**config.mk**
```make
export PLATFORM = sky130hd
export DESIGN_NAME = step_sequencer
export DESIGN_NICKNAME = d
export VERILOG_FILES = /design/src/design/lbm_pkg.sv /design/src/design/step_sequencer.sv
export SDC_FILE = /design/constraint.sdc
export NUM_CORES = 1
export LEC_CHECK = 0
export ABC_AREA = 0
export BUFFER_PORTS_ARGS = -buffer_cell sky130_fd_sc_hd__buf_2
export CAP_MARGIN = 20
export CORE_ASPECT_RATIO = 1.5
export CORE_MARGIN = 2
export CORE_UTILIZATION = 30
export CTS_CLUSTER_DIAMETER = 30
export CTS_CLUSTER_SIZE = 20
export DETAILED_ROUTE_END_ITERATION = 8
export GPL_TIMING_DRIVEN = 1
export SYNTH_ARGS = -nofsm -noshare
export SYNTH_HDL_FRONTEND = slang
export SYNTH_SLANG_ARGS = --single-unit
```
**constraint.sdc**
```tcl
create_clock -name clk -period 2.9 [get_ports clk]
set_input_delay 0.58 -clock clk [delete_from_list [all_inputs] [get_ports clk]]
set_output_delay 0.58 -clock clk [all_outputs]
set_load 0.05 [all_outputs]
```
**src/design/lbm_pkg.sv**
```systemverilog
package lbm_pkg;

    // Grid geometry
    localparam int grid_width = 8;
    localparam int grid_height = 8;
    localparam int cell_count = grid_width * grid_height;
    localparam int coord_width = 3;
    localparam int addr_width = 6;

    // Word widths
    localparam int data_width = 16;
    localparam int dir_count = 9;
    localparam int dir_width = 4;
    localparam int step_count_width = 16;

    // D2Q9 numbering, north is row minus one and east is column plus one
    localparam logic [dir_width-1:0] dir_rest = 4'd0;
    localparam logic [dir_width-1:0] dir_n = 4'd1;
    localparam logic [dir_width-1:0] dir_ne = 4'd2;
    localparam logic [dir_width-1:0] dir_e = 4'd3;
    localparam logic [dir_width-1:0] dir_se = 4'd4;
    localparam logic [dir_width-1:0] dir_s = 4'd5;
    localparam logic [dir_width-1:0] dir_sw = 4'd6;
    localparam logic [dir_width-1:0] dir_w = 4'd7;
    localparam logic [dir_width-1:0] dir_nw = 4'd8;

    // Engine phases
    localparam logic [1:0] phase_stream = 2'd0;
    localparam logic [1:0] phase_bounce = 2'd1;
    localparam logic [1:0] phase_zero = 2'd2;

    // Sequencer states
    localparam logic [2:0] st_idle = 3'd0;
    localparam logic [2:0] st_stream = 3'd1;
    localparam logic [2:0] st_bounce = 3'd2;
    localparam logic [2:0] st_zero = 3'd3;
    localparam logic [2:0] st_drain = 3'd4;
    localparam logic [2:0] st_swap = 3'd5;

    // Moving directions sit in a ring of eight, so reversal is a shift by four
    function automatic int opposite_dir(input int d);
        if (d == dir_rest)
            return dir_rest;
        return ((d + 3) % 8) + 1;
    endfunction

    function automatic int dir_dx(input int d);
        case (d)
            dir_ne, dir_e, dir_se: return 1;
            dir_sw, dir_w, dir_nw: return -1;
            default: return 0;
        endcase
    endfunction

    function automatic int dir_dy(input int d);
        case (d)
            dir_n, dir_ne, dir_nw: return -1;
            dir_se, dir_s, dir_sw: return 1;
            default: return 0;
        endcase
    endfunction

endpackage
```
**src/design/step_sequencer.sv**
```systemverilog
`timescale 1ns/1ps

module step_sequencer
    import lbm_pkg::*;
(
    input  logic                        clk,
    input  logic                        rst,
    input  logic                        start,
    input  logic [step_count_width-1:0] step_total,
    input  logic                        cell_barrier,
    input  logic                        scan_last,
    output logic                        scan_start,
    output logic                        scan_step,
    output logic [1:0]                  phase,
    output logic                        issue,
    output logic                        swap,
    output logic                        busy,
    output logic                        done
);

    logic [2:0] state;
    logic [step_count_width-1:0] step_target;
    logic [step_count_width-1:0] steps_done;
    logic scanning;

    //////////////////////////////////////////////////////////////////////
    // Scan and issue control
    //////////////////////////////////////////////////////////////////////

    assign scanning = (state == st_stream) || (state == st_bounce) || (state == st_zero);
    assign busy = (state != st_idle);

    // Scanner sits on cell 0 whenever no phase is running
    assign scan_start = !scanning;
    assign scan_step = scanning && !scan_last;

    // Bounce and zero only touch barrier cells
    assign issue = (state == st_stream) || (scanning && cell_barrier);
    assign swap = (state == st_swap);

    //////////////////////////////////////////////////////////////////////
    // Phase FSM
    //////////////////////////////////////////////////////////////////////

    always_ff @(posedge clk or posedge rst)
    begin
        if (rst)
        begin
            state <= st_idle;
            phase <= phase_stream;
            step_target <= '0;
            steps_done <= '0;
            done <= 1'b0;
        end
        else
        begin
            done <= 1'b0;
            case (state)
                st_idle:
                begin
                    if (start)
                    begin
                        if (step_total == '0)
                            done <= 1'b1;
                        else
                        begin
                            step_target <= step_total;
                            steps_done <= '0;
                            phase <= phase_stream;
                            state <= st_stream;
                        end
                    end
                end
                st_stream, st_bounce, st_zero:
                begin
                    if (scan_last)
                        state <= st_drain;
                end
                st_drain:
                begin
                    // Final write of the phase lands here
                    case (phase)
                        phase_stream:
                        begin
                            phase <= phase_bounce;
                            state <= st_bounce;
                        end
                        phase_bounce:
                        begin
                            phase <= phase_zero;
                            state <= st_zero;
                        end
                        default:
                            state <= st_swap;
                    endcase
                end
                st_swap:
                begin
                    if (step_count_width'(steps_done + 1'b1) == step_target)
                    begin
                        state <= st_idle;
                        done <= 1'b1;
                    end
                    else
                    begin
                        steps_done <= steps_done + 1'b1;
                        phase <= phase_stream;
                        state <= st_stream;
                    end
                end
                default:
                    state <= st_idle;
            endcase
        end
    end

    // A new run is never accepted on the cycle of a done pulse
    a_no_start_on_done: assert property (
        @(posedge clk) disable iff (rst) (start && !busy) |-> !done);

endmodule

```
=== After elaboration in Yosys (flattened, before gate mapping) ===
Index checks and enable logic that the tools add are counted.

* Register bits: 38
* Bits of input ports: 21
* Output and inout port bits: 8
* Word-level logic and storage cells: 56

* $add $sub $neg: 1
* Eq/ne operators: 12
* Mux-type cells: 19
* Bitwise logic cells: 1
* Reduce and logical (&&, ||, !) cells: 18

{| class="wikitable"
|+ Operators with widths
! kind !! count
|-
| 16-bit two-way mux || 3
|-
| 16-bit one-hot mux with 2 select lines || 1
|-
| 16-bit by 1-bit adder with 16-bit output (second input constant) || 1
|-
| 16-bit equality test || 1
|-
| 16-bit zero test || 1
|-
| 3-bit one-hot mux with 4 select lines || 1
|-
| 3-bit two-way mux || 3
|-
| 2-bit != test (second input constant) || 4
|-
| 3-bit by 2-bit equality test with 1-bit output (second input constant) || 2
|-
| 3-bit equality test (second input constant) || 2
|-
| 2-bit two-way mux || 3
|-
| 2-bit one-hot mux with 3 select lines || 1
|-
| 3-bit one-hot mux with 2 select lines || 1
|-
| 3-bit AND reduction || 2
|-
| 3-bit nonzero test || 2
|-
| 5-bit AND reduction || 1
|-
| 1-bit two-way mux || 4
|-
| 2-bit one-hot mux with 2 select lines || 1
|-
| 4-bit AND reduction || 1
|-
| 3-bit by 1-bit equality test with 1-bit output (second input constant) || 1
|-
| 3-bit zero test || 1
|-
| 1-bit logical OR || 3
|-
| 3-bit != test (second input constant) || 1
|-
| 3-bit OR reduction || 1
|-
| other kinds (7) || 9
|}

=== Logic depth before layout (Yosys ltp) ===
* Word-level depth: 5
* Depth in mapped cells: 11
* Gate-level depth less buffers: 8

=== Worst setup path before layout ===
No wires, ideal clock.

* Path kind: reg-to-reg
* Start point: register steps_done[0]
* End point: register steps_done[8]
* Library setup time: 0.127 ns
* Arrival: 2.471 ns
* Required time: 2.773 ns
* Path slack: 0.302 ns
* Cell stages (with the launch flop): 11
* Path buffers: 2
* Clock period less this slack: 2.598 ns
* Path through: dfrtp_1 ha_1 nand3_1 nor4_2 o21ba_2 nor4_1 and4_1 buf_6 buf_6 mux2i_1 nand3_1

* Cells in the longest elaborated chain, start to end: 4
* Elaborated cells on any way between the ends: 6
* Those cells by class: add/sub (1); eq/ne (2); mux (2); reduce/logical (1)

{| class="wikitable"
|+ RTL lines
! what !! line !! text
|-
| start: declaration || step_sequencer.sv:23 || <nowiki>logic [step_count_width-1:0] steps_done;</nowiki>
|-
| start signal: assignment || step_sequencer.sv:106 || <nowiki>steps_done <= steps_done + 1'b1;</nowiki>
|-
| 16-bit by 1-bit adder with 16-bit output * || step_sequencer.sv:99, step_sequencer.sv:106 ||
|-
| 16-bit equality test || step_sequencer.sv:99 || <nowiki>if (step_count_width'(steps_done + 1'b1) == step_target)</nowiki>
|-
| 2-bit != test (no source line) || - ||
|-
| 4-bit AND reduction (no source line) || - ||
|}

Mark *: on every way between the ends. The rest lies on a longest branch, timed or not. The select of a mux whose other input is x is not followed.
A chain may end at the register's enable or synchronous reset.

=== Worst setup path in the final report ===
* Start point: register steps_done[2]
* End point: register done

* Cells in the longest elaborated chain, start to end: 4

{| class="wikitable"
|+ RTL lines
! what !! line !! text
|-
| 16-bit by 1-bit adder with 16-bit output || step_sequencer.sv:99 ||
|-
| 16-bit equality test || step_sequencer.sv:99 ||
|-
| 1-bit two-way mux || step_sequencer.sv:99 ||
|-
| 1-bit one-hot mux with 2 select lines || step_sequencer.sv:58 || <nowiki>case (state)</nowiki>
|-
| end signal: assignment || step_sequencer.sv:57 || <nowiki>done <= 1'b0;</nowiki>
|-
| end signal: assignment || step_sequencer.sv:64 || <nowiki>done <= 1'b1;</nowiki>
|-
| end signal: assignment || step_sequencer.sv:102 || <nowiki>done <= 1'b1;</nowiki>
|-
| end: declaration || step_sequencer.sv:18 || <nowiki>output logic done</nowiki>
|}

No other way between the ends.

==> impl_results.md <==
* Leak at 1.359 nW
* DRC at 0
* Most frequent CP cell: or4b_1
* Rel. slew slack at 0.5322
* Critical path capture point type: flop
* Core area at 8776 um2
* RSZ-0062 raised after global routing: false
* Dominant register cell in the synthesized netlist: dfrtp_1
* Final net count at 360
* Syn nets at 324
* Most frequent cells in the layout: dfrtp_1 (38), nand2_1 (32), buf_2 (28), nor2_1 (21), buf_4 (21)
* Post-place instance area at 3042 um2
* Status: finished clean
* Max H-tree Level at 2
* Initial antenna violation count at 0
* Gr usage total at 0.1649
* IO Count at 29
* Slowest CP cell: or4b_1
* Metal3 WL at 188 um
* Hold Path Class: in -> async
* Fin util at 0.3630
* WL final at 7282 um
* Synth Warn # at 0
* Number of global-route vias before repair at 2467
* Worst setup margin at 114.1 ps
* Maximum clock rate at 358.9 MHz
* Critical Path Start: steps_done[2]
* Drt pass-1 iters at 4
* Final Instance Area at 3186 um2
* TritonCTS clock tree: built
* Final setup fails at 0
* Critical Path AT at 3000 ps
* DR top layer: met4
* Detailed placement HPWL at 5467 um
* Area Overhead vs Synth at 18.47%
* # Max-Cap Violations at 0
* Critical Path Source Type: flop
* GP Congestion at 0.9350
* Routed WL per cell at 16.22 um
* Worst vdd rail ir drop at 654.1 uV
* CTS buffer count at 5
* Clk sinks at 38
* Slew Viols, Final at 0
* Clock Skew at 8.961 ps
* Vias at 2466
* Slew @ Worst Pin at 700.3 ps
* Layout cells sized above 1 at 0.2655
* CP required at 3110 ps
* Dpl ws at 110.6 ps
* Post-synth top area share at 0.3537
* Initial core utilization at 0.3064
* Ant. Diodes at 0
* Netlist cell types at 54
* Root Driver: clkbuf_16
* Number of synthesized flops with an enable pin at 0
* Fillers at 891
* Crit share post-route at 0.9607
* Width of the die at 81.30 um
* Post-cts hold buffer count at 0
* First DRT Iteration DRCs at 131
* Worst-path fanout max at 10
* Kind of critical path: reg -> reg
* Multi-input logic area at 1603 um2
* Met2 WL at 4027 um
* PwrDens at 807.8 nW/um2
* Final hold slack at 402.3 ps
* Syn avg cell area at 8.903 um2
* Ys async rst share at 1.000
* Largest net degree at the start of global routing at 39
* Antenna Nets Post-Route at 0
* Min Tclk post-route at 2786 ps
* Global-route wire length before repair at 12230 um
* Via density at 5.492
* R2r startpoint: steps_done[2]
* Critical path cell sequence: and3_2 > and3_1 > o221ai_1 > or4b_1 > nor4_1 > or4b_1 > o21ai_0
* Reg2Reg Setup Slack at 110 ps
* Cell Rows at 42
* Register area at 950.9 um2
* Die area at 9752 um2
* Worst-path clk slew at 60 ps
* Area contributors post-synth: dfrtp_1 (35%), mux2_2 (7.5%), nand2_1 (4.5%), nand3_1 (3.4%), mux2i_1 (3.0%)
* Max clock buf depth at 2
* Post-Route Setup TNS at 0 ps
* Height of the chip at 120.0 um
* Final Hold Viols at 0
* Clk Latency, worst-skew pair at 290 ps
* Met1 wire length at 2723 um
* Max incr delay on CP at 540 ps
* Netlist Area Pre-Place at 2689 um2
* Grt total ovfl at 0
* Most common cell after layout, fill and taps aside: dfrtp_1
* PortBufs at 28
* Synth Register Bits at 38
* Synth area leader: dfrtp_1
* Seq/Total Area, Yosys at 0.3537
* Synth Instances at 302
kinds of logic after synthesis:
kind of cell	count (synthesis)	share of synthesized area
AOI/OAI and AO/OA	53	0.1447
muxes	26	0.1052
buffers and inverters	30	0.05072
and+or+nand+nor	137	0.2829
adders and majority gates	1	0.004653
DFF	38	0.3537
xor gates and xnor gates	17	0.05817
report_power, final:
| part | total (mW) | leakage (nW) | internal (mW) | switching [mW] |
|---|---|---|---|---|
| logic | 1.18 | 0.797 | 0.494 | 0.681 |
| clock network | 0.538 | 0.0708 | 0.319 | 0.219 |
| registers | 0.860 | 0.490 | 0.682 | 0.178 |
| total | 2.57 | 1.36 | 1.50 | 1.08 |
stage by stage:
stage	total power [mW]	cells
6_report	2.573	449
5_1_grt	2.742	449
4_1_cts	2.594	449
3_5_place_dp	2.043	441
3_3_place_gp	2.026	441
2_1_floorplan	1.714	302
synth_stat cells, drive strengths merged (2+ instances only):
cell / n
o32ai: 2
xor2: 7
a221o: 2
dfrtp: 38
nand3: 19
nand4: 8
nor3: 11
o21a: 3
mux2i: 8
o221ai: 2
nand2b: 6
or4b: 2
o21ai: 8
inv: 9
a311o: 2
o31ai: 3
nor2: 21
nor2b: 3
or4: 6
o211a: 2
or2: 3
mux2: 18
a31oi: 2
a21oi: 6
and3: 5
buf: 8
nand2: 32
nor4: 10
clkbuf: 13
xnor2: 10
o211ai: 9
and2: 6
a22oi: 2
o311ai: 3
repair_timing:
action                                  4_1_cts  5_1_grt
buffers inserted                              0        0
resized for setup                             0        1
endpoints found under the setup margin        0        1
critical path, delay by kind of cell, from the launching register on:
kind / cells / cell delay, ps
AOI/OAI and AO/OA: 2 / 240
and+or+nand+nor: 5 / 1950
DFF: 1 / 530
flip-flops by register name (all words and copies together), names as in the netlist:
name	count
steps_done	16
done	1
step_target	16
state	3
phase	2
final timing paths:
| path | end | cells after the start |
|---|---|---|
| max | done | 7 |
| min | step_target[3] | 3 |
| max reg2reg | done | 7 |
| min reg2reg | step_target[1] | 1 |
| max in group asynchronous | step_target[10] | 3 |
| min in group clk | state[1] | 2 |
per-layer routing:
| layer | GRT usage | vias up |
|---|---|---|
| met4 | 0.09534 | 0 |
| li1 | - | 1190 |
| met5 | 0 | - |
| met1 | 0.1744 | 1199 |
| met2 | 0.2941 | 55 |
| met3 | 0.03083 | 22 |
cell type report:
class,count,share of cell area
Sequential cell,38,0.2985
Clock buffer,6,0.04046
Clock inverter,2,0.004320
Tap cell,110,0.04320
Multi-Input combinational cell,234,0.5031
Timing Repair Buffer,50,0.09976
Inverter,9,0.01060
(Power assumes the default switching activity.)
