`src/design/lbm_pkg.sv`:
```
package lbm_pkg;

    // Grid geometry
    localparam int grid_width = 8;
    localparam int grid_height = 8;
    localparam int cell_count = grid_width * grid_height;
    localparam int coord_width = 3;
    localparam int addr_width = 6;

    // Word widths
    localparam int data_width = 16;
    localparam int dir_count = 9;
    localparam int dir_width = 4;
    localparam int step_count_width = 16;

    // D2Q9 numbering, north is row minus one and east is column plus one
    localparam logic [dir_width-1:0] dir_rest = 4'd0;
    localparam logic [dir_width-1:0] dir_n = 4'd1;
    localparam logic [dir_width-1:0] dir_ne = 4'd2;
    localparam logic [dir_width-1:0] dir_e = 4'd3;
    localparam logic [dir_width-1:0] dir_se = 4'd4;
    localparam logic [dir_width-1:0] dir_s = 4'd5;
    localparam logic [dir_width-1:0] dir_sw = 4'd6;
    localparam logic [dir_width-1:0] dir_w = 4'd7;
    localparam logic [dir_width-1:0] dir_nw = 4'd8;

    // Engine phases
    localparam logic [1:0] phase_stream = 2'd0;
    localparam logic [1:0] phase_bounce = 2'd1;
    localparam logic [1:0] phase_zero = 2'd2;

    // Sequencer states
    localparam logic [2:0] st_idle = 3'd0;
    localparam logic [2:0] st_stream = 3'd1;
    localparam logic [2:0] st_bounce = 3'd2;
    localparam logic [2:0] st_zero = 3'd3;
    localparam logic [2:0] st_drain = 3'd4;
    localparam logic [2:0] st_swap = 3'd5;

    // Moving directions sit in a ring of eight, so reversal is a shift by four
    function automatic int opposite_dir(input int d);
        if (d == dir_rest)
            return dir_rest;
        return ((d + 3) % 8) + 1;
    endfunction

    function automatic int dir_dx(input int d);
        case (d)
            dir_ne, dir_e, dir_se: return 1;
            dir_sw, dir_w, dir_nw: return -1;
            default: return 0;
        endcase
    endfunction

    function automatic int dir_dy(input int d);
        case (d)
            dir_n, dir_ne, dir_nw: return -1;
            dir_se, dir_s, dir_sw: return 1;
            default: return 0;
        endcase
    endfunction

endpackage
```
`src/design/population_router.sv`:
```
`timescale 1ns/1ps

module population_router
    import lbm_pkg::*;
(
    input  logic                  clk,
    input  logic                  rst,
    input  logic [1:0]            phase,
    input  logic                  issue,
    input  logic [addr_width-1:0] cell_addr,
    input  logic                  cell_barrier,
    input  logic [addr_width-1:0] nbr_addr [dir_count],
    input  logic [dir_count-1:0]  nbr_valid,
    input  logic [dir_count-1:0]  nbr_fluid,
    output logic [addr_width-1:0] rd_addr [dir_count],
    output logic                  rd_bank_next,
    input  logic [data_width-1:0] rd_data [dir_count],
    output logic [dir_count-1:0]  wr_en,
    output logic [addr_width-1:0] wr_addr [dir_count],
    output logic [data_width-1:0] wr_data [dir_count]
);

    // Write plan for the cell whose read data arrives next cycle
    logic                  p_valid;
    logic [1:0]            p_phase;
    logic [addr_width-1:0] p_cell_addr;
    logic [addr_width-1:0] p_nbr_addr [dir_count];
    logic [dir_count-1:0]  p_nbr_valid;
    logic [dir_count-1:0]  p_nbr_fluid;

    // Stream pulls from upstream in the current bank, bounce reads the cell itself
    always_comb
    begin
        for (int d = 0; d < dir_count; d++)
            rd_addr[d] = (phase == phase_stream) ? nbr_addr[d] : cell_addr;
    end

    assign rd_bank_next = (phase == phase_bounce);

    always_ff @(posedge clk or posedge rst)
    begin
        if (rst)
            p_valid <= 1'b0;
        else
            p_valid <= issue && ((phase == phase_stream) || cell_barrier);
    end

    always_ff @(posedge clk)
    begin
        p_phase <= phase;
        p_cell_addr <= cell_addr;
        p_nbr_addr <= nbr_addr;
        p_nbr_valid <= nbr_valid;
        p_nbr_fluid <= nbr_fluid;
    end

    always_comb
    begin
        wr_en = '0;
        for (int d = 0; d < dir_count; d++)
        begin
            wr_addr[d] = p_cell_addr;
            wr_data[d] = '0;
        end
        if (p_valid)
        begin
            case (p_phase)
                phase_stream:
                begin
                    // Zero inflow across the grid edge
                    wr_en = '1;
                    for (int d = 0; d < dir_count; d++)
                        wr_data[d] = p_nbr_valid[d] ? rd_data[d] : '0;
                end
                phase_bounce:
                begin
                    // Send each arrival back where it came from, reversed
                    for (int d = 1; d < dir_count; d++)
                    begin
                        wr_en[opposite_dir(d)] = p_nbr_fluid[d];
                        wr_addr[opposite_dir(d)] = p_nbr_addr[d];
                        wr_data[opposite_dir(d)] = rd_data[d];
                    end
                end
                default:
                    wr_en = '1;
            endcase
        end
    end

endmodule

```
`config.mk`:
```
export PLATFORM = sky130hd
export DESIGN_NAME = population_router
export DESIGN_NICKNAME = d
export VERILOG_FILES = /design/src/design/lbm_pkg.sv /design/src/design/population_router.sv
export SDC_FILE = /design/constraint.sdc
export NUM_CORES = 1
export LEC_CHECK = 0
export BUFFER_PORTS_ARGS = -buffer_cell sky130_fd_sc_hd__buf_2
export CAP_MARGIN = 25
export CORE_AREA = 2 2 190 192
export CTS_CLUSTER_SIZE = 12
export DETAILED_ROUTE_END_ITERATION = 10
export DIE_AREA = 0 0 192 194
export SLEW_MARGIN = 20
export SYNTH_ARGS = -nofsm -noshare
export SYNTH_HDL_FRONTEND = slang
export SYNTH_SLANG_ARGS = --single-unit
```
`constraint.sdc`:
```
create_clock -name clk -period 2.2 [get_ports clk]
set_input_delay 0.11 -clock clk [delete_from_list [all_inputs] [get_ports clk]]
set_output_delay 0.11 -clock clk [all_outputs]
set_load 0.01 [all_outputs]
```
Yosys cells after proc, flatten, opt, wreduce, memory -nomap -nowiden
Cells that the tools add are included.
W data, S select, Z words.
- bits in registers: 75
- latch bits: 0
- RAM bits: 0
- ROM bits: 0
- bits of input ports: 228
- output and inout bits: 262
- logic and storage cells: 45
- memories: 0
- $add $sub $neg: 0
- $mul: 0
- divide/modulo/power cells: 0
- magnitude comparators: 0
- equal/unequal tests: 2
- shift operators: 0
- multiplexer cells: 26
- bitwise logic cells: 0
- reduce and logical (&&, ||, !) cells: 4
- operators by type and width (operator ; count):
    $pmux W128 S2 ; 1
    $mux W16 ; 10
    $mux W144 ; 1
    $mux W48 ; 2
    $mux W6 ; 9
    $mux W9 ; 1
    $mux W8 ; 1
    $eq A2 B1 Y1 const B ; 2
    $logic_not A2 Y1 ; 2
    $logic_and A1 B1 Y1 ; 1
    $logic_or A1 B1 Y1 ; 1
    $mux W1 ; 1

Logic depth before layout (Yosys ltp)
Gate-level depths: netlist of run 1.
- depth after elaboration: 3
- gate-level depth with buffers: 5
- depth with buffers taken out: 2

Worst setup path after synthesis of run 1
No wires, ideal clock.
- kind: register to output
- start: register p_phase[0]
- end: output wr_addr[27] (netlist bit)
- arrival: 1213 ps
- required time: 2090 ps
- path slack: 877 ps
- cell stages (with the launch flop): 6
- buffers on the path: 3
- cells stage by stage: dfxtp_1 > buf_6 > and3b_4 > buf_6 > buf_6 > mux2_4
- RTL lines (element ; RTL line ; text):
    start: declaration ; population_router.sv:25 ; logic [1:0] p_phase;
    start signal: assignment ; population_router.sv:50 ; p_phase <= phase;
    end: declaration ; population_router.sv:19 ; output logic [addr_width-1:0] wr_addr [dir_count],

==> results of run 1 <==
[cells in the final DEF (no fill, tap or decap)]
| master | instances |
|---|---|
| clkbuf_8 | 1 |
| and3b_4 | 1 |
| diode_2 | 2 |
| mux2_4 | 20 |
| dlygate4sd3_1 | 75 |
| a21oi_1 | 128 |
| dfxtp_4 | 1 |
| inv_1 | 1 |
| nand2b_4 | 1 |
| clkinv_2 | 1 |
| a21o_1 | 54 |
| clkbuf_16 | 9 |
| nand2_1 | 128 |
| nand3b_1 | 128 |
| inv_6 | 2 |
| and4bb_2 | 1 |
| dfxtp_1 | 72 |
| buf_2 | 488 |
| nor2_4 | 1 |
| clkbuf_1 | 1 |
| nor2b_1 | 1 |
| dfrtp_1 | 1 |
| and2_1 | 17 |
| clkinvlp_4 | 1 |
| buf_12 | 5 |
| mux2_2 | 28 |
| nand2b_1 | 1 |
| buf_4 | 7 |
| o21a_1 | 15 |
| clkinv_4 | 1 |
[final timing paths]
check	depth (start not counted)	slack, ns	start	endpoint
setup / recovery	4	0.18	p_phase[1]$_DFF_P_	wr_addr[9]
hold / removal	1	0.05	phase[1]	p_phase[1]$_DFF_P_
max in group asynchronous	3	1.98	rst	p_valid$_DFF_PP0_
min in group asynchronous	3	0.13	rst	p_valid$_DFF_PP0_
[per-stage QoR]
step                hold slack [ns]  power (mW)  util, %  worst slack (ns)
floorplan                   -0.1613       2.085        -            0.8771
global placement           -0.05246       2.664    22.85            0.5565
detailed placement         -0.05200       2.682    22.85            0.5341
CTS                        0.003317       4.321    25.79            0.1293
global route                0.01152       4.483    25.79           0.03213
finish                      0.04600       4.250    25.80            0.1822
[layer usage]
| layer | vias to the layer above | part of all wire [%] | track usage, % |
|---|---|---|---|
| met5 | - | 0.16 | 0 |
| met4 | 6 | 3.3 | 5.089 |
| met3 | 62 | 8.4 | 3.765 |
| met2 | 379 | 50 | 23.64 |
| met1 | 3244 | 38 | 13.39 |
| li1 | 3367 | - | - |
[layout make-up]
type | instances | share of cell area, %
tap | 461 | 6.347
antenna | 2 | 0.05507
multi-input combinational | 524 | 37.24
clock buffer | 11 | 2.671
timing repair buffer | 575 | 36.82
inverter | 1 | 0.04131
sequential | 74 | 16.40
clock inverter | 5 | 0.4268
[registers in the layout (all words and copies together) (netlist names)]
register / count
p_phase: 2
p_nbr_addr: 48
p_nbr_fluid: 8
p_valid: 1
p_nbr_valid: 9
p_cell_addr: 6
[cell families (layout without fill, tap and decap cells)]
| group | after synthesis | after routing | share of synthesized area (%) |
|---|---|---|---|
| compound gates | 197 | 197 | 22.21 |
| other cells | 0 | 2 | 0 |
| simple gates | 279 | 279 | 30.63 |
| flops | 74 | 74 | 28.50 |
| buf+inv | 81 | 592 | 6.860 |
| mux | 48 | 48 | 11.80 |
[power groups by stage]
stage	clock, mW	sequential [mW]	combinational [mW]
after detailed placement	0	1.52	1.17
after global routing	1.61	1.49	1.38
after CTS	1.56	1.49	1.27
final	1.48	1.48	1.28
after global placement	0	1.51	1.15
after floorplan	0	1.47	0.619
==> summary.txt, run 1 <==
Netlist cell types: 21
WP buf/inv: 2
Final GP Congestion: 0.8593
Slowest stage cell, crit path: and3b_4
Sequential cell area: 1490 um^2
Startpoint types: flop
Clk pwr share: 34.9%
Int Pwr: 2.853 mW
Final net count: 1413
Routed WL: 26.05 mm
Layout Cells excl Fill: 1653
Period utilisation layout: 91.72%
Critical Path RT: 2.09 ns
Port bufs: 488
Pwr dens: 467.7 nW/um^2
Vias in the first global route: 6638
Worst path max stage delay: 0.47 ns
# setup viols final: 0
Post-layout min period: 2.018 ns
Switching power: 1.397 mW
Antenna viol nets, final: 0
Max VDD drop: 0.3886 mV
CORE AREA: 35220 um^2
Relative slew slack: 52.74%
Top Family by Delay on Critical Path: simple AND/OR/NAND/NOR gates
Die area: 37250 um^2
Vias/cell: 4.270
Share of cells above drive strength 1: 47.73%
Synth Cell Area: 5216 um^2
Synth warn: 0
Cells along the critical path: and3b_4, buf_12, mux2_2, buf_2
Synth top cells by count: a21oi_1 (128), nand2_1 (128), nand3b_1 (128), dfxtp_1 (73), a21o_1 (54)
Via count: 7058
Hold Buf Count CTS: 75
Yosys top cell area share: 28.02%
Antenna violations before repair: 5
Sequential share of power: 34.9%
Slew Limit Fails: 0
Syn avg cell area: 7.682 um^2
Critical Path AT: 1.91 ns
Post-synth net total: 907
Status: complete, no violations
Cts bufs inserted: 9
Remaining global-route overflow: 0
Placed Cells: 1560
Worst Max-Slew Pin Slew: 0.7080 ns
Max cap viols: 0
Post-synth EDFFs: 0
Final Hold Vio Count: 0
Postcts setup bufs: 0
Initial core utilization: 14.81%
Syn Inst Count: 679
Seq/Total Area, Yosys: 28.50%
Clock sink total: 74
CTS resizes: 0
Area Overhead vs Synth: 74.21%
Worst Setup Path Type: flop to output pin
Final instance area: 9087 um^2
Area leader, netlist: dfxtp_1
Layout fillers: 3799
DRC viols: 0
Average routed wire per standard cell: 15.76 um
Die height: 194 um
Top_reg_cell synth: dfxtp_1
CTS tree: yes
CTS root buffer: clkbuf_16
Reg clk slew, reported paths: 0.06 ns
Leak: 4.684 nW
Synth area leaders: dfxtp_1 (28%), nand3b_1 (18%), a21oi_1 (12%)
Fin Setup TNS: 0 ns
Comb power frac: 30.2%
Site Rows: 69
Crit path capture type: output pin
Drt initial violations: 287
Fraction of registers with async set or reset after synthesis: 1.351%
RSZ-0062 raised after global routing: no
Crit Path Max Fanout: 22
Num ports: 490
Largest net degree at the start of global routing: 123
Drt pass-1 iters: 5
Clock tree buffer depth: 2
Sw frac: 32.86%
Die Span X: 192 um
Total track usage: 12.78%
#FFs+latches synth: 74
DP HPWL: 19.84 mm
First-pass GRT wire length: 36.40 mm
Area of the multi-input gates: 3385 um^2
Hold Path Class: primary input to flop
Placement Cell Area: 8050 um^2
Max Fclk: 495.6 MHz
Htree depth: 3
Power figures use the tool's default switching activity.
==> run 2: changes to the inputs <==
Settings changed: ABC_AREA set to 1, CORE_AREA 2 2 190 192 to 2 2 189 191, DIE_AREA 0 0 192 194 to 0 0 191 193.
==> run 2 against run 1 <==
  * Global-route usage grew 1.5 points
  * Via count grew 3.0%
  * Wire length grew 8.3%
  * Cell area shrank 5.7%
  * Clock power grew 32%
  * Core utilization shrank 1.3 points
  * Hold slack gained 0.097 ns
  * Non-clock buffer count grew 6
==> summary.txt, run 2 <==
Synth top cells by count: nand2_1 (610), dfxtp_1 (73), nor2_1 (43), buf_2 (19), inv_1 (19)
Max VDD drop: 0.7471 mV
Max reg flops: 48
Slew Limit Fails: 0
Final GP Congestion: 0.7893
Startpoint types: primary input
Syn avg cell area: 5.454 um^2
Top Family by Delay on Critical Path: buffers and inverters
Crit path capture type: output pin
Area leader, netlist: nand2_1
Share of cells above drive strength 1: 38.58%
Clock tree buffer depth: 2
CTS root buffer: clkbuf_16
Antenna violations before repair: 8
Num ports: 490
First-pass GRT wire length: 38.34 mm
Clock sink total: 74
Worst Max-Slew Pin Slew: 0.5628 ns
Site Rows: 69
Initial core utilization: 12.91%
CP startpoint: phase[0]
Slowest stage cell, crit path: dlygate4sd3_1
RSZ-0062 raised after global routing: yes
Post-layout min period: 2.028 ns
WP buf/inv: 4
Relative slew slack: 62.48%
Die Span X: 191 um
Crit Path Max Fanout: 55
Worst path max stage delay: 0.56 ns
M1 WL: 10.55 mm
CTS tree: yes
Remaining global-route overflow: 0
Post-synth EDFFs: 0
Total track usage: 14.24%
Htree depth: 3
# setup viols final: 0
Max cap viols: 0
Final instance area: 8572 um^2
Layout Utilization: 24.52%
Top Registers: p_nbr_addr (48), p_nbr_valid (9), p_nbr_fluid (8)
Placement Cell Area: 7426 um^2
Met2 routed WL: 14.19 mm
Layout fillers: 3929
Seq/Total Area, Yosys: 32.92%
#FFs+latches synth: 74
Worst setup margin: 0.1720 ns
Met3 WL: 2.542 mm
Average routed wire per standard cell: 15.27 um
Die height: 193 um
CORE AREA: 34960 um^2
Period utilisation layout: 92.18%
Vias in the first global route: 6652
Vias/cell: 3.936
Max Fclk: 493.1 MHz
Status: complete, no violations
Drt pass-1 iters: 4
Port bufs: 488
Via count: 7270
Critical Path AT: 1.92 ns
Final Hold Vio Count: 0
Highest routed layer: met5
Worst Setup Path Type: primary input to output pin
Critical Path RT: 2.09 ns
DP HPWL: 22.16 mm
Antenna viol nets, final: 0
Most common cell after layout, fill and taps aside: nand2_1
Synth warn: 0
Count leader, synth: nand2_1
Largest net degree at the start of global routing: 92
Dpl ws: 0.4299 ns
Fraction of registers with async set or reset after synthesis: 1.351%
Pwr dens: 529.2 nW/um^2
Die area: 36860 um^2
Hold Path Class: primary input to async pin
Reg clk slew, reported paths: 0.06 ns
Synth Cell Area: 4516 um^2
Yosys top cell area share: 50.71%
Commonest cells after routing, fill and taps aside: nand2_1 (609), buf_2 (488), dlygate4sd3_1 (76)
Synth area leaders: nand2_1 (51%), dfxtp_1 (32%), nor2_1 (3.6%)
Final net count: 1607
Cts bufs inserted: 9
Netlist cell types: 18
Top_reg_cell synth: dfxtp_1
Routed WL: 28.21 mm
Area Overhead vs Synth: 89.83%
Syn Inst Count: 828
DRC viols: 0
Cells along the critical path: dlygate4sd3_1, buf_2, nor2_4, buf_4, nand2_1, nand2_1, buf_2
Leak: 5.223 nW
Drt initial violations: 206
Biggest register: p_nbr_addr
Post-synth net total: 1056
-- run 2: changes by cell type after synthesis, sizes merged, moves of 14 or more --
cell,previous run,this run
inv,1,22
nand3b,128,0
nor2,1,46
mux2,48,0
o21a,15,1
a21oi,128,16
nand3,0,16
and2,17,0
nand2,128,612
clkbuf,50,3
a21o,54,0
-- run 2: path summary, 6_finish.rpt --
kind | endpoint | cells after the start | slack, ns
max in group asynchronous | p_valid$_DFF_PP0_ | 3 | 1.96
worst min-delay path | p_valid$_DFF_PP0_ | 3 | 0.14
worst max-delay path | rd_addr[47] | 7 | 0.17
min in group clk | p_nbr_valid[7]$_DFF_P_ | 2 | 0.38
-- run 2: per-stage QoR --
step	instances	power, mW	TNS, ns	hold slack (ns)
after floorplan	828	1.896	0	-0.1613
after global placement	1753	2.498	0	-0.05097
after detailed placement	1753	2.508	0	-0.04548
after CTS	1845	4.617	0	0.1188
after global routing	1846	4.773	-0.004379	0.1338
final	1847	4.536	0	0.1426
-- run 2: routing by layer --
layer / up-vias / GRT usage, %
li1: 3573 / -
met1: 3236 / 14.95
met2: 401 / 26.27
met3: 48 / 4.561
met4: 12 / 5.754
met5: - / 0
-- run 2: cells by family (layout without fill, tap and decap cells) --
group / after synthesis / in the layout / share of synthesized area, %
DFF: 74 / 74 / 32.92
buffers and inverters: 63 / 619 / 8.174
AOI/OAI and AO/OA: 17 / 17 / 1.940
other: 0 / 2 / 0
and+or+nand+nor: 674 / 674 / 56.97
-- run 2: cell type report --
class / instances / area, um^2 / share of cell area (%)
clock buffers: 10 / 239.0 / 2.788
diodes: 2 / 5.005 / 0.05839
flip-flops and latches: 74 / 1488 / 17.36
clock inverters: 6 / 137.6 / 1.606
repair buffers: 581 / 3368 / 39.29
inverters: 22 / 82.58 / 0.9634
well taps: 461 / 576.8 / 6.729
multi-input cells: 691 / 2675 / 31.21
-- run 2: repair_timing --
action                                  4_1_cts  5_1_grt
endpoints found under the setup margin        0        6
endpoints found under the hold margin        75        0
gates resized for setup                       0        2
hold buffers                                 76        0
buffers inserted                              0        0
-- run 2: power breakdown --
part / total [mW] / switching (mW) / internal [mW] / leakage, nW
Combinational: 1.14 / 0.645 / 0.496 / 4.41
Sequential: 1.45 / 0.0367 / 1.41 / 0.627
Clock: 1.95 / 0.687 / 1.26 / 0.183
==> run 3: changes to the inputs <==
Settings changed: CORE_AREA 2 2 189 191 to 2 2 192 194, CTS_BUF_LIST set to sky130_fd_sc_hd__clkbuf_8, DIE_AREA 0 0 191 193 to 0 0 194 196.
==> run 3 against run 2 <==
  * Die area grew 3.1%
  * Non-clock buffer count shrank 1
  * Sequential share of layout area grew 0.29 points
  * Sequential power is essentially flat
  * Critical path type unchanged
  * Largest cell class unchanged
==> summary.txt, run 3 (synthesis gave the netlist of run 2 again) <==
Antenna viol nets, final: 0
Max Fclk: 482.4 MHz
Site Rows: 70
Final Hold Vio Count: 0
Max reg flops: 48
Slowest stage cell, crit path: dlygate4sd3_1
Antenna violations before repair: 9
Remaining global-route overflow: 0
First-pass GRT wire length: 40.10 mm
DP HPWL: 21.93 mm
Clock sink total: 74
Via count: 7335
Status: complete, no violations
Critical Path AT: 1.96 ns
Max VDD drop: 0.4793 mV
Die height: 196 um
CTS tree: yes
Die area: 38020 um^2
Cts bufs inserted: 9
Worst Setup Path Type: primary input to output pin
CTS root buffer: clkbuf_8
Num ports: 490
Pwr dens: 448.7 nW/um^2
Final GP Congestion: 0.8982
Area Overhead vs Synth: 86.73%
Max cap viols: 0
Worst Max-Slew Pin Slew: 0.5482 ns
Placement Cell Area: 7415 um^2
Drt initial violations: 268
Total track usage: 13.89%
Most common cell after layout, fill and taps aside: nand2_1
Worst path max stage delay: 0.55 ns
Commonest cells after routing, fill and taps aside: nand2_1 (602), buf_2 (488), dlygate4sd3_1 (76)
Layout Utilization: 23.37%
Die Span X: 194 um
Port bufs: 488
Vias in the first global route: 7164
Slew Limit Fails: 0
Final net count: 1606
Reg clk slew, reported paths: 0.10 ns
DRC viols: 0
Routed WL: 27.73 mm
CORE AREA: 36080 um^2
Average routed wire per standard cell: 14.93 um
Period utilisation layout: 94.22%
Vias/cell: 3.950
Layout fillers: 4034
RSZ-0062 raised after global routing: no
Htree depth: 3
Startpoint types: primary input
Fin Setup TNS: 0 ns
Share of cells above drive strength 1: 38.97%
Hold Path Class: primary input to async pin
Drt pass-1 iters: 5
Postcts setup bufs: 0
Post-layout min period: 2.073 ns
Crit Path Max Fanout: 55
# setup viols final: 0
Tot Pwr: 3.783 mW
Largest net degree at the start of global routing: 83
Biggest register: p_nbr_addr
Relative slew slack: 63.45%
Top Registers: p_nbr_addr (48), p_nbr_valid (9), p_nbr_fluid (8)
Final instance area: 8432 um^2
Initial core utilization: 12.51%
Critical Path RT: 2.09 ns
Leak: 5.144 nW
Clock tree buffer depth: 2
Cells along the critical path: dlygate4sd3_1, buf_2, nor2_4, buf_4, nand2_1, nand2_1, buf_2
Crit path capture type: output pin
run 3: changes by cell type in the layout (fill, tap and decap cells not counted), sizes merged:
cell,before,now
diode,2,6
buf,505,504
clkinvlp,0,1
inv,22,23
bufinv,4,1
clkinv,2,1
clkbuf,10,12
run 3: final timing paths:
check	start	to	slack (ns)	depth (start not counted)
max in group asynchronous	rst	p_valid$_DFF_PP0_	2.01	3
worst min-delay path	rst	p_valid$_DFF_PP0_	0.09	3
worst max-delay path	phase[1]	rd_addr[15]	0.13	7
min in group clk	nbr_fluid[7]	p_nbr_fluid[7]$_DFF_P_	0.35	2
run 3: cell type report:
| class | count | area (um^2) | share of cell area (%) |
|---|---|---|---|
| Antenna cell | 6 | 15.01 | 0.1781 |
| Clock buffer | 12 | 165.2 | 1.959 |
| Clock inverter | 4 | 50.05 | 0.5936 |
| Inverter | 22 | 82.58 | 0.9794 |
| Multi-Input combinational cell | 691 | 2698 | 31.99 |
| Sequential cell | 74 | 1488 | 17.64 |
| Tap cell | 468 | 585.6 | 6.945 |
| Timing Repair Buffer | 580 | 3348 | 39.71 |
run 3: worst max-delay path: cells and delay by family:
family                 cells  cell delay [ns]
and+or+nand+nor            3             0.49
buffers and inverters      4             1.33
run 3: per-stage QoR:
stage	cells	setup slack, ns	hold slack (ns)
finish	1857	0.1271	0.09022
global route	1855	0.006192	0.06797
CTS	1851	-0.06478	0.04610
detailed placement	1759	0.2545	-0.04914
global placement	1759	0.2872	-0.05542
floorplan	828	0.9568	-0.1613
run 3: metal layers:
layer | vias up | share of wire [%] | global-route usage, %
met5 | - | 0.087 | 0
met3 | 62 | 7.8 | 3.455
met2 | 427 | 51 | 25.72
li1 | 3575 | - | -
met4 | 4 | 4.5 | 7.716
met1 | 3267 | 37 | 14.29
run 3: report_power, final:
part           switching, mW  internal, mW
Combinational          0.646         0.494
Clock                  0.579         0.615
Sequential            0.0370          1.41
run 3: repair_timing:
action / CTS / global route
hold buffers: 76 / 0
endpoints found under the hold margin: 75 / 0
setup endpoints to repair: 36 / 48
gates resized for setup: 3 / 7
